`src/rtl/ln_pkg.sv`:
```
package ln_pkg;

    // lanes per beat and element width
    localparam int BUS_NUM = 4;
    localparam int LANE_W  = 8;

    // a squared element and the variance share one width
    localparam int SQR_W   = 16;

    // accumulators for the plain sum and the sum of squares
    localparam int SUM_W   = 24;
    localparam int SQSUM_W = 32;

    // row length and scale shift inputs
    localparam int NUM_W   = 10;
    localparam int SHIFT_W = 5;

    // longest row in beats, also the row buffer depth
    localparam int MAX_BEATS  = 16;
    // must hold MAX_BEATS itself, not only MAX_BEATS-1
    localparam int BEAT_CNT_W = $clog2(MAX_BEATS + 1);

    typedef logic signed [LANE_W-1:0] lane_t;

    // lane 0 sits in the low byte
    typedef lane_t [BUS_NUM-1:0] bus_t;

    typedef logic [SQR_W-1:0] var_t;

endpackage

```
`src/rtl/ln_row_fifo.sv`:
```
module ln_row_fifo import ln_pkg::*; (
    input  logic clk,
    input  logic rstn,
    input  logic wr,
    input  bus_t din,
    input  logic rd,
    output bus_t dout,
    output logic empty
);

    localparam int PTR_W = $clog2(MAX_BEATS);

    bus_t mem [MAX_BEATS];

    logic [PTR_W-1:0]      wptr;
    logic [PTR_W-1:0]      rptr;
    logic [BEAT_CNT_W-1:0] count;
    logic                  do_wr;
    logic                  do_rd;
    logic                  full;

    assign full  = (count == BEAT_CNT_W'(MAX_BEATS));
    assign empty = (count == '0);

    // writes into a full buffer are dropped, reads from an empty one hold dout
    assign do_wr = wr && !full;
    assign do_rd = rd && !empty;

    always_ff @(posedge clk or negedge rstn) begin
        if (!rstn) begin
            wptr  <= '0;
            rptr  <= '0;
            count <= '0;
        end else begin
            if (do_wr) begin
                wptr <= wptr + 1'b1;
            end
            if (do_rd) begin
                rptr <= rptr + 1'b1;
            end
            if (do_wr && !do_rd) begin
                count <= count + 1'b1;
            end else if (do_rd && !do_wr) begin
                count <= count - 1'b1;
            end
        end
    end

    always_ff @(posedge clk) begin
        if (do_wr) begin
            mem[wptr] <= din;
        end
        if (do_rd) begin
            dout <= mem[rptr];
        end
    end

endmodule

```
`config.mk`:
```
export PLATFORM = sky130hd
export DESIGN_NAME = ln_row_fifo
export DESIGN_NICKNAME = d
export VERILOG_FILES = /design/src/rtl/ln_pkg.sv /design/src/rtl/ln_row_fifo.sv
export SDC_FILE = /design/constraint.sdc
export NUM_CORES = 1
export LEC_CHECK = 0
export BUFFER_PORTS_ARGS = -buffer_cell sky130_fd_sc_hd__buf_2
export CAP_MARGIN = 20
export CORE_MARGIN = 3
export CORE_UTILIZATION = 40
export DETAILED_ROUTE_END_ITERATION = 16
export SLEW_MARGIN = 25
export SYNTH_ARGS = -nofsm -noshare
export SYNTH_HDL_FRONTEND = slang
export SYNTH_SLANG_ARGS = --single-unit
```
`constraint.sdc`:
```
create_clock -name clk -period 10.06 [get_ports clk]
set_clock_uncertainty 0.2 [all_clocks]
set_input_delay 0 -clock clk [delete_from_list [all_inputs] [get_ports clk]]
set_output_delay 0 -clock clk [all_outputs]
set_load 0.02 [all_outputs]
```
; Word-level counts from Yosys, hierarchy flattened
; Memories as Yosys holds them, arrays and structs flattened. A register that Yosys moved wholly into a read port is not among the register bits.
; Index checks and enable logic that the tools add are counted.
[word_totals]
register_bits = 13
ram_bits = 512
in_bits = 36
output_inout_bits = 33
word_cells = 23
memories = 1
[mem_list]
columns = name, depth, word_bits, rd, rd_ports_with_merged_regs, wr, line_no
row1 = mem, 16, 32, 1, 1, 1, ln_row_fifo.sv:13  ; bus_t mem [MAX_BEATS];
[classes]
n_addsub = 4
eq_ne = 1
n_mux = 4
reduce_logical = 10
[ops]
columns = cell, n
row1 = $mux 5, 2
row2 = $add 4x1->4 const B, 2
row3 = $add 5x1->5 const B, 1
row4 = $eq 5x5->1 const B, 1
row5 = $logic_not 5->1, 1
row6 = $sub 5x1->5 const B, 1
row7 = $logic_and 1x1->1, 4
row8 = $logic_not 1->1, 4
row9 = $mux 1, 2
row10 = $reduce_bool 2->1, 1

; Depth between registers and ports, before layout
[depth]
word_depth = 7
mapped_depth = 10
mapped_depth_nobuf = 9

; Worst setup path after synthesis
; Ideal clock, no wire load.
[synth_timing]
kind = register to register
start = register count[0]
end = memory mem[0][0] (netlist bit) (enable)
setup_time_ns = 0.461
t_arrival_ns = 3.127
required_ns = 9.399
path_slack_ns = 6.272
path_stages_with_launch = 6
n_path_buf = 1
synth_period_minus_slack_ns = 3.788
path_cell_list = dfrtp_1 > or4_4 > o21a_1 > buf_6 > nand2_1 > nor3_1
[synth_between]
elab_chain_cells = 5
[synth_lines]
columns = element, line_no
row1 = from (decl), ln_row_fifo.sv:17  ; logic [BEAT_CNT_W-1:0] count;
row2 = from (signal assigned), ln_row_fifo.sv:42  ; count <= count + 1'b1;
row3 = from (signal assigned), ln_row_fifo.sv:44  ; count <= count - 1'b1;
row4 = $eq 5x5->1, ln_row_fifo.sv:22  ; assign full = (count == BEAT_CNT_W'(MAX_BEATS));
row5 = $logic_not 1->1, ln_row_fifo.sv:26  ; assign do_wr = wr && !full;
row6 = $logic_and 1x1->1, ln_row_fifo.sv:26
row7 = named net do_wr, ln_row_fifo.sv:18  ; logic do_wr;
row8 = $mux 1, ln_row_fifo.sv:50  ; if (do_wr) begin
row9 = $mux 1 (implied by the code), ln_row_fifo.sv:51  ; mem[wptr] <= din;
row10 = to (decl), ln_row_fifo.sv:13
; The timed path passes the listed nets, and every way through them passes these cells.

==> flow_summary_export.csv <==
group,metric,value,unit
placed_design,dp_hpwl,24300,um
worst_setup_path,reg2reg_depth,6,
grt,grt_max_degree,122,
logic_synthesis,postSynthAreaPerCell,20.5,um2
cells_and_area,register_area,16700,um2
timing,tightestPinTransition,982,ps
power,p_per_area,282,nW/um2
routing,postRouteAntennaNets,0,
logic_synthesis,yosysUniqueCellTypes,33,
logic_synthesis,synth_edf_count,544,
worst_setup_path,end_kind,"flop",
clock_network,numCtsBuffers,56,
power,p_sw,2.16,mW
min_path,whs_endpoint,"rptr[0]",
power,seq_power_share,44.4,%
placed_design,finalWeightedCongestion,0.700,
timing,whs,78.4,ps
routing,drt-total-wl,47500,um
clock_network,cts_root_buf,"clkbuf_16",
worst_setup_path,critPathMaxFanout,46,
clock_network,cts_buffer_depth,3,
timing,setup_tns,0,ps
timing,slew_headroom,34.5,%
logic_synthesis,postSynth.asyncResetShare,2.33,%
floorplanning,num_io_pins,69,
logic_synthesis,ys_warn_count,0,
timing,setup_viol,0,
floorplanning,die_x,237,um
routing,dr.first_iter.drc_count,1128,
grt,antenna_found_initial,1,
floorplanning,core,52700,um2
routing,vias,10500,
power,p_int,4.78,mW
worst_setup_path,required,10190,ps
power,p_sw_share,31.2,%
cells_and_area,syn2layout_area_growth,15.2,%
power,leakage,8.23,nW
timing,period_minus_slack,3540,ps
min_path,min-delay-start,"rd",
worst_setup_path,critical_path_arrival,3670,ps
grt,grt-ovfl-total,0,
logic_synthesis,ys_ff_latch,557,
min_path,holdCritPathClass,"input port to flop",
routing,vias_per_cell,5.51,
cells_and_area,num_antenna_cells,0,
clock_network,cts.sinks,557,
worst_setup_path,regToRegSetupSlack,6520,ps
timing,grt_setup_unrepaired,"no",
logic_synthesis,synth.net_count,1087,
clock_network,cts_tree,"done",
status,outcome,"finished, final reports clean",
min_path,hold_depth,4,
timing,final_max_slew_viol_count,0,
floorplanning,dieArea,56200,um2
power,peakVddDrop,213,uV
cells_and_area,multiInputGateArea,4410,um2
power,total_power,6.94,mW
clock_network,clk_latency,600,ps
logic_synthesis,syn_area,21400,um2
worst_setup_path,crit_type,"flop to flop",
clock_network,htreeDepth,2,
routing,wl_per_cell,24.9,um
power,combPwrFrac,27.2,%
floorplanning,die_h,237,um
timing,fmax,283,MHz
worst_setup_path,r2r_end,"dout[17]",
grt,first_global_vias,10900,
grt,grt_use_total,16.9,%
timing,finalCritPeriodShare,35.2,%
floorplanning,placementRows,84,
power,p_clk_share,28.4,%
worst_setup_path,startpoint_type,"flop",
routing,drt-pass1-iter-count,5,
floorplanning,initial_utilization,40.6,%
routing,drc,0,
logic_synthesis,synthFlopType,"edfxtp_1",
grt,grt_pass1_wl,70600,um
cells_and_area,layout-drive-gt1-share,21.7,%
timing,hold_viol_final,0,
logic_synthesis,synth_cells,1041,
clock_network,cts_resized,0,
logic_synthesis,synth_seq_area_share,78.0,%
run,max_cap_violations,0,
cells_and_area,layout.nets,1221,
clock_network,clk_pin_slew_worst_paths,60,ps
cells_and_area,n_fill_cell,4337,
worst_setup_path,reg2reg_from,"rptr[2]",
placed_design,port_buffers,68,
==> cells by family after synthesis <==
kind of cell,count (synthesis),share of synthesized area (%)
flops,557,78.0
mux,194,12.8
compound gates,137,4.80
simple gates,70,1.42
buf+inv,63,1.90
xor+xnor,10,0.410
fa+ha+maj,10,0.621
==> power groups by stage <==
stage          Sequential, mW  Combinational [mW]  Clock (mW)
2_1_floorplan            3.12                1.34           0
3_3_place_gp             3.14                1.87           0
3_5_place_dp             3.14                1.90           0
4_1_cts                  3.09                1.92        2.02
5_1_grt                  3.12                2.05        2.11
6_report                 3.08                1.89        1.97
==> cells in the final DEF (no fill, tap or decap), drive strengths merged <==
cell type	netlist	final
bufinv	0	3
dlygate4sd3	0	36
clkinvlp	0	1
clkinv	0	22
a22oi	32	32
or4	1	1
nor2b	1	1
o21ai	36	36
and2	1	1
edfxtp	544	544
clkbuf	16	71
xor2	1	1
fa	1	1
inv	6	7
mux2i	129	129
nor2	15	15
nand2b	2	2
nand2	44	44
mux2	1	1
nand4	1	1
buf	41	97
ha	9	9
a221oi	64	64
nor3	4	4
xnor2	9	9
mux4	64	64
a21o	2	2
dfrtp	13	13
nand3	1	1
a21oi	2	2
o21a	1	1
==> layout make-up <==
class	instances	area share [%]
inverter	6	0.0915
sequential	557	67.7
timing repair buffer	133	3.78
clock buffer	71	6.09
multi-input combinational	421	17.9
clock inverter	27	0.890
tap	688	3.50
==> what timing repair did <==
action                                 in CTS  in global routing
setup buffers                               0                  0
hold buffers                               36                  0
endpoints found under the hold margin     540                  0
==> synthesized netlist by cell type (all sizes together) (2+ instances only) <==
cell / count / share of area (%)
a21oi: 2 / 0.047
a21o: 2 / 0.076
nor3: 4 / 0.094
mux2i: 129 / 6.0
dfrtp: 13 / 1.5
xnor2: 9 / 0.37
inv: 6 / 0.11
o21ai: 36 / 0.90
edfxtp: 544 / 76
ha: 9 / 0.53
a221oi: 64 / 2.6
clkbuf: 16 / 0.28
a22oi: 32 / 1.1
nor2: 15 / 0.26
nand2b: 2 / 0.059
nand2: 44 / 0.81
buf: 41 / 1.5
mux4: 64 / 6.7
==> sequential cells by signal (all words and copies together), names as in the netlist <==
name / flops
wptr: 4
rptr: 4
dout: 32
count: 5
mem: 512
==> per-layer routing <==
layer | track usage, % | share of wire (%) | vias up
li1 | - | - | 4573
met1 | 24.1 | 44 | 5555
met2 | 27.0 | 48 | 288
met3 | 3.63 | 6.1 | 67
met4 | 3.43 | 1.6 | 2
met5 | 0 | 0.027 | -
==> through the flow <==
step	worst slack [ps]	util, %	cell area, um2	std cells
after floorplan	6270	-	21400	1041
after CTS	6490	46.7	24600	1903
after global routing	6350	46.7	24600	1903
after detailed placement	6520	42.8	22500	1769
after global placement	6540	42.8	22500	1769
final	6520	46.7	24600	1903
==> critical path: stages, from the launching register on <==
cell and delay (ps):
dfrtp_1 800, buf_4 470, nor2b_4 560, buf_4 640, a221oi_1 220, o21ai_0 220
nand2_1 120
==> worst max path at each step <==
stage,from,endpoint,slack [ps],depth (start not counted)
finish,rptr[2],dout[17],6520,6
global route,rptr[2],dout[17],6350,6
CTS,rptr[2],dout[17],6490,6
detailed placement,rptr[2],dout[17],6520,6
global placement,rptr[2],dout[17],6540,6
floorplan,count[0],mem[0][0],6270,5
Power figures use the tool's default switching activity.
