`config.mk`:
```
export PLATFORM = sky130hd
export DESIGN_NAME = ln_center
export DESIGN_NICKNAME = d
export VERILOG_FILES = /design/src/rtl/ln_pkg.sv /design/src/rtl/ln_center.sv
export SDC_FILE = /design/constraint.sdc
export NUM_CORES = 1
export LEC_CHECK = 0
export BUFFER_PORTS_ARGS = -buffer_cell sky130_fd_sc_hd__buf_2
export CAP_MARGIN = 20
export CORE_AREA = 5 5 97 99
export DETAILED_ROUTE_END_ITERATION = 8
export DIE_AREA = 0 0 102 104
export PLACE_DENSITY = 0.65
export SYNTH_ARGS = -nofsm -noshare
export SYNTH_HDL_FRONTEND = slang
export SYNTH_SLANG_ARGS = --single-unit
```
`constraint.sdc`:
```
create_clock -name clk -period 2.36 [get_ports clk]
set_input_delay 0.708 -clock clk [delete_from_list [all_inputs] [get_ports clk]]
set_output_delay 0.708 -clock clk [all_outputs]
set_load 0.01 [all_outputs]
```
`src/rtl/ln_pkg.sv`:
```
package ln_pkg;

    // lanes per beat and element width
    localparam int BUS_NUM = 4;
    localparam int LANE_W  = 8;

    // a squared element and the variance share one width
    localparam int SQR_W   = 16;

    // accumulators for the plain sum and the sum of squares
    localparam int SUM_W   = 24;
    localparam int SQSUM_W = 32;

    // row length and scale shift inputs
    localparam int NUM_W   = 10;
    localparam int SHIFT_W = 5;

    // longest row in beats, also the row buffer depth
    localparam int MAX_BEATS  = 16;
    // must hold MAX_BEATS itself, not only MAX_BEATS-1
    localparam int BEAT_CNT_W = $clog2(MAX_BEATS + 1);

    typedef logic signed [LANE_W-1:0] lane_t;

    // lane 0 sits in the low byte
    typedef lane_t [BUS_NUM-1:0] bus_t;

    typedef logic [SQR_W-1:0] var_t;

endpackage

```
`src/rtl/ln_center.sv`:
```
module ln_center import ln_pkg::*; (
    input  logic                  clk,
    input  logic                  rstn,
    input  lane_t                 mean,
    input  var_t                  var_out,
    input  logic                  stats_vld,
    input  logic [BEAT_CNT_W-1:0] row_beats,
    input  bus_t                  fifo_dout,
    input  logic                  fifo_empty,
    output logic                  fifo_rd,
    output bus_t                  out_data,
    output logic                  out_vld,
    output logic                  out_last,
    output var_t                  out_var
);

    // beats still to be read for the current row
    logic [BEAT_CNT_W-1:0] rd_cnt;
    lane_t                 mean_c;
    logic                  rd_last;

    // first step of the delay line, fifo data valid
    logic rd_vld_d1;
    logic last_d1;

    assign fifo_rd = (rd_cnt != '0) && !fifo_empty;
    assign rd_last = fifo_rd && (rd_cnt == BEAT_CNT_W'(1));

    always_ff @(posedge clk or negedge rstn) begin
        if (!rstn) begin
            rd_cnt <= '0;
        end else if (stats_vld) begin
            rd_cnt <= row_beats;
        end else if (fifo_rd) begin
            rd_cnt <= rd_cnt - 1'b1;
        end
    end

    // held for the whole drain
    always_ff @(posedge clk) begin
        if (stats_vld) begin
            mean_c  <= mean;
            out_var <= var_out;
        end
    end

    always_ff @(posedge clk or negedge rstn) begin
        if (!rstn) begin
            rd_vld_d1 <= 1'b0;
            last_d1   <= 1'b0;
            out_vld   <= 1'b0;
            out_last  <= 1'b0;
        end else begin
            rd_vld_d1 <= fifo_rd;
            last_d1   <= rd_last;
            out_vld   <= rd_vld_d1;
            out_last  <= last_d1;
        end
    end

    // wraps modulo 2^8 per lane
    always_ff @(posedge clk) begin
        if (rd_vld_d1) begin
            for (int i = 0; i < BUS_NUM; i++) begin
                out_data[i] <= fifo_dout[i] - mean_c;
            end
        end
    end

endmodule

```
**Word level (Yosys, flattened, before mapping)**

Cells that the tools add are included.

- Flip-flop bits (word level): 65
- Latch bits: 0
- RAM bits: 0
- ROM bits: 0
- Input bits: 65
- Output and inout bits: 51
- Logic and storage cells: 24
- Memories kept: 0

- Add/subtract/negate cells: 5
- Multipliers: 0
- Div/mod/pow operators: 0
- Order comparisons: 0
- Equality and inequality tests: 1
- Shift-type cells: 0
- Muxes and demuxes: 2
- Bitwise gates (word level): 0
- Reductions and logical operators: 5

Operator list:

| kind | number |
|---|---|
| 8-bit subtractor | 4 |
| 5-bit 2-to-1 mux | 2 |
| 5-bit by 1-bit == test with 1-bit output, second input constant | 1 |
| 5-bit nonzero test | 1 |
| 5-bit by 1-bit subtractor with 5-bit output, second input constant | 1 |
| 1-bit logical AND | 2 |
| 2-bit nonzero test | 1 |
| 1-bit logical NOT | 1 |

**Longest topological paths before layout**

- Depth in word-level cells: 4
- Gate-level depth with buffers: 8
- Gate-level depth less buffers: 8

**Least setup slack after synthesis**

OpenSTA, ideal clock, no wires.

- Kind: input-to-reg
- Start point: in fifo_dout[16] in the netlist's numbering
- End point: reg out_data[22] in the netlist's numbering (data pin)
- Arrival: 1.838 ns
- Data required time: 2.102 ns
- Path slack: 0.264 ns
- Stages: 8
- Buffers on the path: 0
- Cells stage by stage: inv_1 -> ha_1 -> inv_1 -> fa_1 -> a21oi_1 -> o211ai_1 -> a21oi_1 -> xnor2_1

- Longest elaborated chain between the ends: 1

RTL lines:

| item | line | source |
|---|---|---|
| start: declaration | ln_center.sv:8 | `input bus_t fifo_dout,` |
| 8-bit subtractor | ln_center.sv:65 | `out_data[i] <= fifo_dout[i] - mean_c;` |
| end signal: indexed assignment | ln_center.sv:65 |  |
| end: declaration | ln_center.sv:11 | `output bus_t out_data,` |

No other way between the ends.
A chain may end at the register's enable or synchronous reset.

**Worst setup path in the final report**

- Start point: reg rd_cnt[2]
- End point: out fifo_rd

- Longest elaborated chain between the ends: 2

RTL lines:

| item | line | source |
|---|---|---|
| start: declaration | ln_center.sv:18 | `logic [BEAT_CNT_W-1:0] rd_cnt;` |
| start signal: assignment | ln_center.sv:33 | `rd_cnt <= row_beats;` |
| start signal: assignment | ln_center.sv:35 | `rd_cnt <= rd_cnt - 1'b1;` |
| 5-bit nonzero test | ln_center.sv:26 | `assign fifo_rd = (rd_cnt != '0) && !fifo_empty;` |
| 1-bit logical AND | ln_center.sv:26 |  |
| end: declaration | ln_center.sv:10 | `output logic fifo_rd,` |

No other way between the ends.

==> out/results.ini <==
[outcome]
outcome = completed

[floorplan]
chipHeight_um = 104
floorplan.core_area_mm2 = 0.008466
row_count = 34
initial_cell_density_of_the_core_pct = 38.50
pin_count = 116
fp.dieW_um = 102
fp.dieArea_mm2 = 0.01061

[grt]
grt_first_pass_wirelength_um = 11470
globalRouteTotalUtil_pct = 14.02
grt_start_max_net_pins = 36
vias_in_the_first_global_route = 2457
initial_antenna_violation_count = 1
grt.overflow.total = 0

[cts]
cts.htree.levels = 3
clk_pin_slew_ps = 70
numCtsBuffers = 9
ctsHoldBuffers = 0
ctsLongestPathBuffers = 2
cts.sink_count = 65
cts_resized = 0
clock_insertion_delay_worst_skew_ps = 330
clk_root_buffer_cell = sky130_fd_sc_hd__clkbuf_8
postCtsSetupRepairBufs = 0
tritoncts_clock_tree = done

[worst_setup_path]
critical_path.endpoint_type = primary output
path_cells = nor3_1, a21oi_2, buf_2
crit_slowest_cell = sky130_fd_sc_hd__dfrtp_1
critPathLaunchType = register
slowest_stage_delay_on_critical_path_ps = 430
critical_path_class = register to primary output
timing.critical_path.required_ps = 1650
timing.critical_path.fanout_max = 6
r2r.worst_path.cells = 6
crit_arrival_ps = 1390

[power_and_ir_drop]
clock_power_share_pct = 29.1
power.share.switching_pct = 27.23
power.density_mw_per_mm2 = 730.5
leakage_power_summed_over_all_cells_uw = 0.001841
switching_power_uw = 832.7
vdd.ir_drop.worst_mv = 0.3995
share_seq_of_total_power_pct = 48.6
proportion_of_power_drawn_by_combinational_gates_pct = 22.3
power_report.internal_total_uw = 2225

[synth]
ys_types = 32
synth_common_cells = 56 x sky130_fd_sc_hd__edfxtp_1, 30 x sky130_fd_sc_hd__ha_1, 24 x sky130_fd_sc_hd__a21oi_1, 24 x sky130_fd_sc_hd__inv_1, 21 x sky130_fd_sc_hd__nand2_1
synthesized_area_mm2 = 0.003259
postSynthAreaPerCell_um2 = 12.73
synth_top_area_share_pct = 51.59
netlist_top_cells_area = sky130_fd_sc_hd__edfxtp_1 52%, sky130_fd_sc_hd__ha_1 12%, sky130_fd_sc_hd__dfrtp_1 6.9%, sky130_fd_sc_hd__xnor2_1 5.1%, sky130_fd_sc_hd__a21oi_1 3.7%
yosys_register_bits = 65
synthCells = 256
ys.warnings.count = 0
ys_async_sr_fraction_pct = 13.85
mappedNetlistNets = 355
post_synthesis_sequential_area_ratio_pct = 58.50
yosys.cell_count.top_type = sky130_fd_sc_hd__edfxtp_1
synth_enable_flop_cells = 56
synth_ff_type = sky130_fd_sc_hd__edfxtp_1
synth.largest_area_cell = sky130_fd_sc_hd__edfxtp_1

[placed_design]
placement.io_buffers = 115
post_dp_hpwl_um = 5740
place_ws_ps = 32.37
gp_congestion = 0.8316

[timing]
worst_clock_skew_ps = 13.10
setup_repair_after_global_routing_missed_its_margin = no
final.min_clock_period_ps = 2103
totalNegativeSetupSlack_ps = 0
timing_hold_violations_final = 0
finalSetupViolations = 0
post-route-period-util_pct = 89.10
slew_headroom_pct = 57.12
fin_ws_ps = 257.2
tightestPinTransition_ps = 643.2
maxSlewViolCount = 0
fmaxAchievable_ghz = 0.4756

[hold_path]
min_path_type = primary input to async pin

[routing]
finalWirelength_um = 7178
routed_wl_met3_um = 805
wire_per_inst_um = 14.47
wl_met2_um = 3241
drt-vias-per-instance = 4.756
top_layer = met5
detail_route.first_pass.iterations = 4
via_count = 2359
antenna_violating_nets_post_route = 0
drcViolationCount = 0
drtIter0Drc = 67
route.layer.met1.wl_um = 2940

[layout]
post_route_cells_drive_above_1_share_pct = 34.54
antenna_cells = 0
final_net_count = 482
synthToLayoutAreaGrowth_pct = 28.41

[run]
drv_cap = 0

logic make-up after synthesis:
| kind of cell | after synthesis | synth area share [%] |
|---|---|---|
| flip-flops | 65 | 58.50 |
| AND/OR/NAND/NOR | 55 | 8.484 |
| AO/OA/AOI/OAI | 51 | 9.329 |
| adder cells (fa/ha/maj) | 34 | 13.97 |
| buffers and inverters | 26 | 2.994 |
| XOR/XNOR | 25 | 6.718 |
cell usage in the layout, fill, tap and decap left out, types with 2 or more instances in the layout:
cell type                      n
sky130_fd_sc_hd__clkbuf_8      9
sky130_fd_sc_hd__nand2b_1      3
sky130_fd_sc_hd__edfxtp_1     56
sky130_fd_sc_hd__o21a_1        2
sky130_fd_sc_hd__a41oi_1       2
sky130_fd_sc_hd__xnor2_1      19
sky130_fd_sc_hd__buf_4         2
sky130_fd_sc_hd__clkinv_2      3
sky130_fd_sc_hd__o21ai_0      11
sky130_fd_sc_hd__fa_1          4
sky130_fd_sc_hd__nor2_1       11
sky130_fd_sc_hd__nand2_1      21
sky130_fd_sc_hd__buf_2       115
sky130_fd_sc_hd__dfrtp_1       9
sky130_fd_sc_hd__nor3_1        2
sky130_fd_sc_hd__ha_1         30
sky130_fd_sc_hd__clkinvlp_4    2
sky130_fd_sc_hd__inv_1        24
sky130_fd_sc_hd__o211ai_1      4
sky130_fd_sc_hd__o2111ai_1     2
sky130_fd_sc_hd__xor2_1        6
sky130_fd_sc_hd__a21oi_1      24
sky130_fd_sc_hd__or4b_1        2
sky130_fd_sc_hd__nor2b_1       9
sky130_fd_sc_hd__nand3b_1      3
area by class of cell:
type | instances | area [µm²]
repair buffers | 118 | 610.6
clock buffers | 10 | 127.6
fillers | 789 | 4280
well taps | 108 | 135.1
clock inverters | 6 | 60.06
inverters | 24 | 90.09
flip-flops and latches | 65 | 1907
multi-input cells | 165 | 1255
through the flow:
step	area, µm²	hold WS (ps)	std cells	utilization [%]	power [µW]
global route	4185	205.4	496	49.44	3263
floorplan	3259	331.2	256	-	1927
finish	4185	215.7	496	49.44	3057
global placement	3998	334.4	480	47.22	2187
CTS	4185	198.0	496	49.44	3109
detailed placement	3998	339.5	480	47.22	2202
routing by layer:
| metal | vias up | track usage (%) |
|---|---|---|
| met5 | - | 0 |
| met4 | 2 | 6.467 |
| met3 | 17 | 6.372 |
| met2 | 100 | 21.31 |
| met1 | 1067 | 16.82 |
| li1 | 1173 | - |
power by group through the flow:
stage	Sequential, µW	Combinational (µW)	Clock, µW
final	1490	682	890
after CTS	1490	690	929
after global routing	1500	766	995
after global placement	1510	676	0
after floorplan	1580	351	0
after detailed placement	1510	688	0
state kept, by name, indices dropped and copies added, names as in the netlist:
signal,flops
mean_c,8
out_vld,1
last_d1,1
rd_cnt,5
out_var,16
rd_vld_d1,1
out_last,1
out_data,32
path summary, 6_finish.rpt:
kind                       slack, ps           to       from
setup / recovery                 260      fifo_rd  rd_cnt[2]
hold / removal                   220    rd_cnt[2]       rstn
setup reg to reg                 260  out_data[5]  mean_c[1]
hold reg to reg                  350     out_last    last_d1
max in group asynchronous       1970    rd_cnt[1]       rstn
min in group clk                 350     out_last    last_d1
critical path: cells and delay by family, from the launching register on:
kind            cells  cell delay [ps]
compound gates      1              120
simple gates        1              370
flops               1              430
buf+inv             1              150
Power figures use the tool's default switching activity.
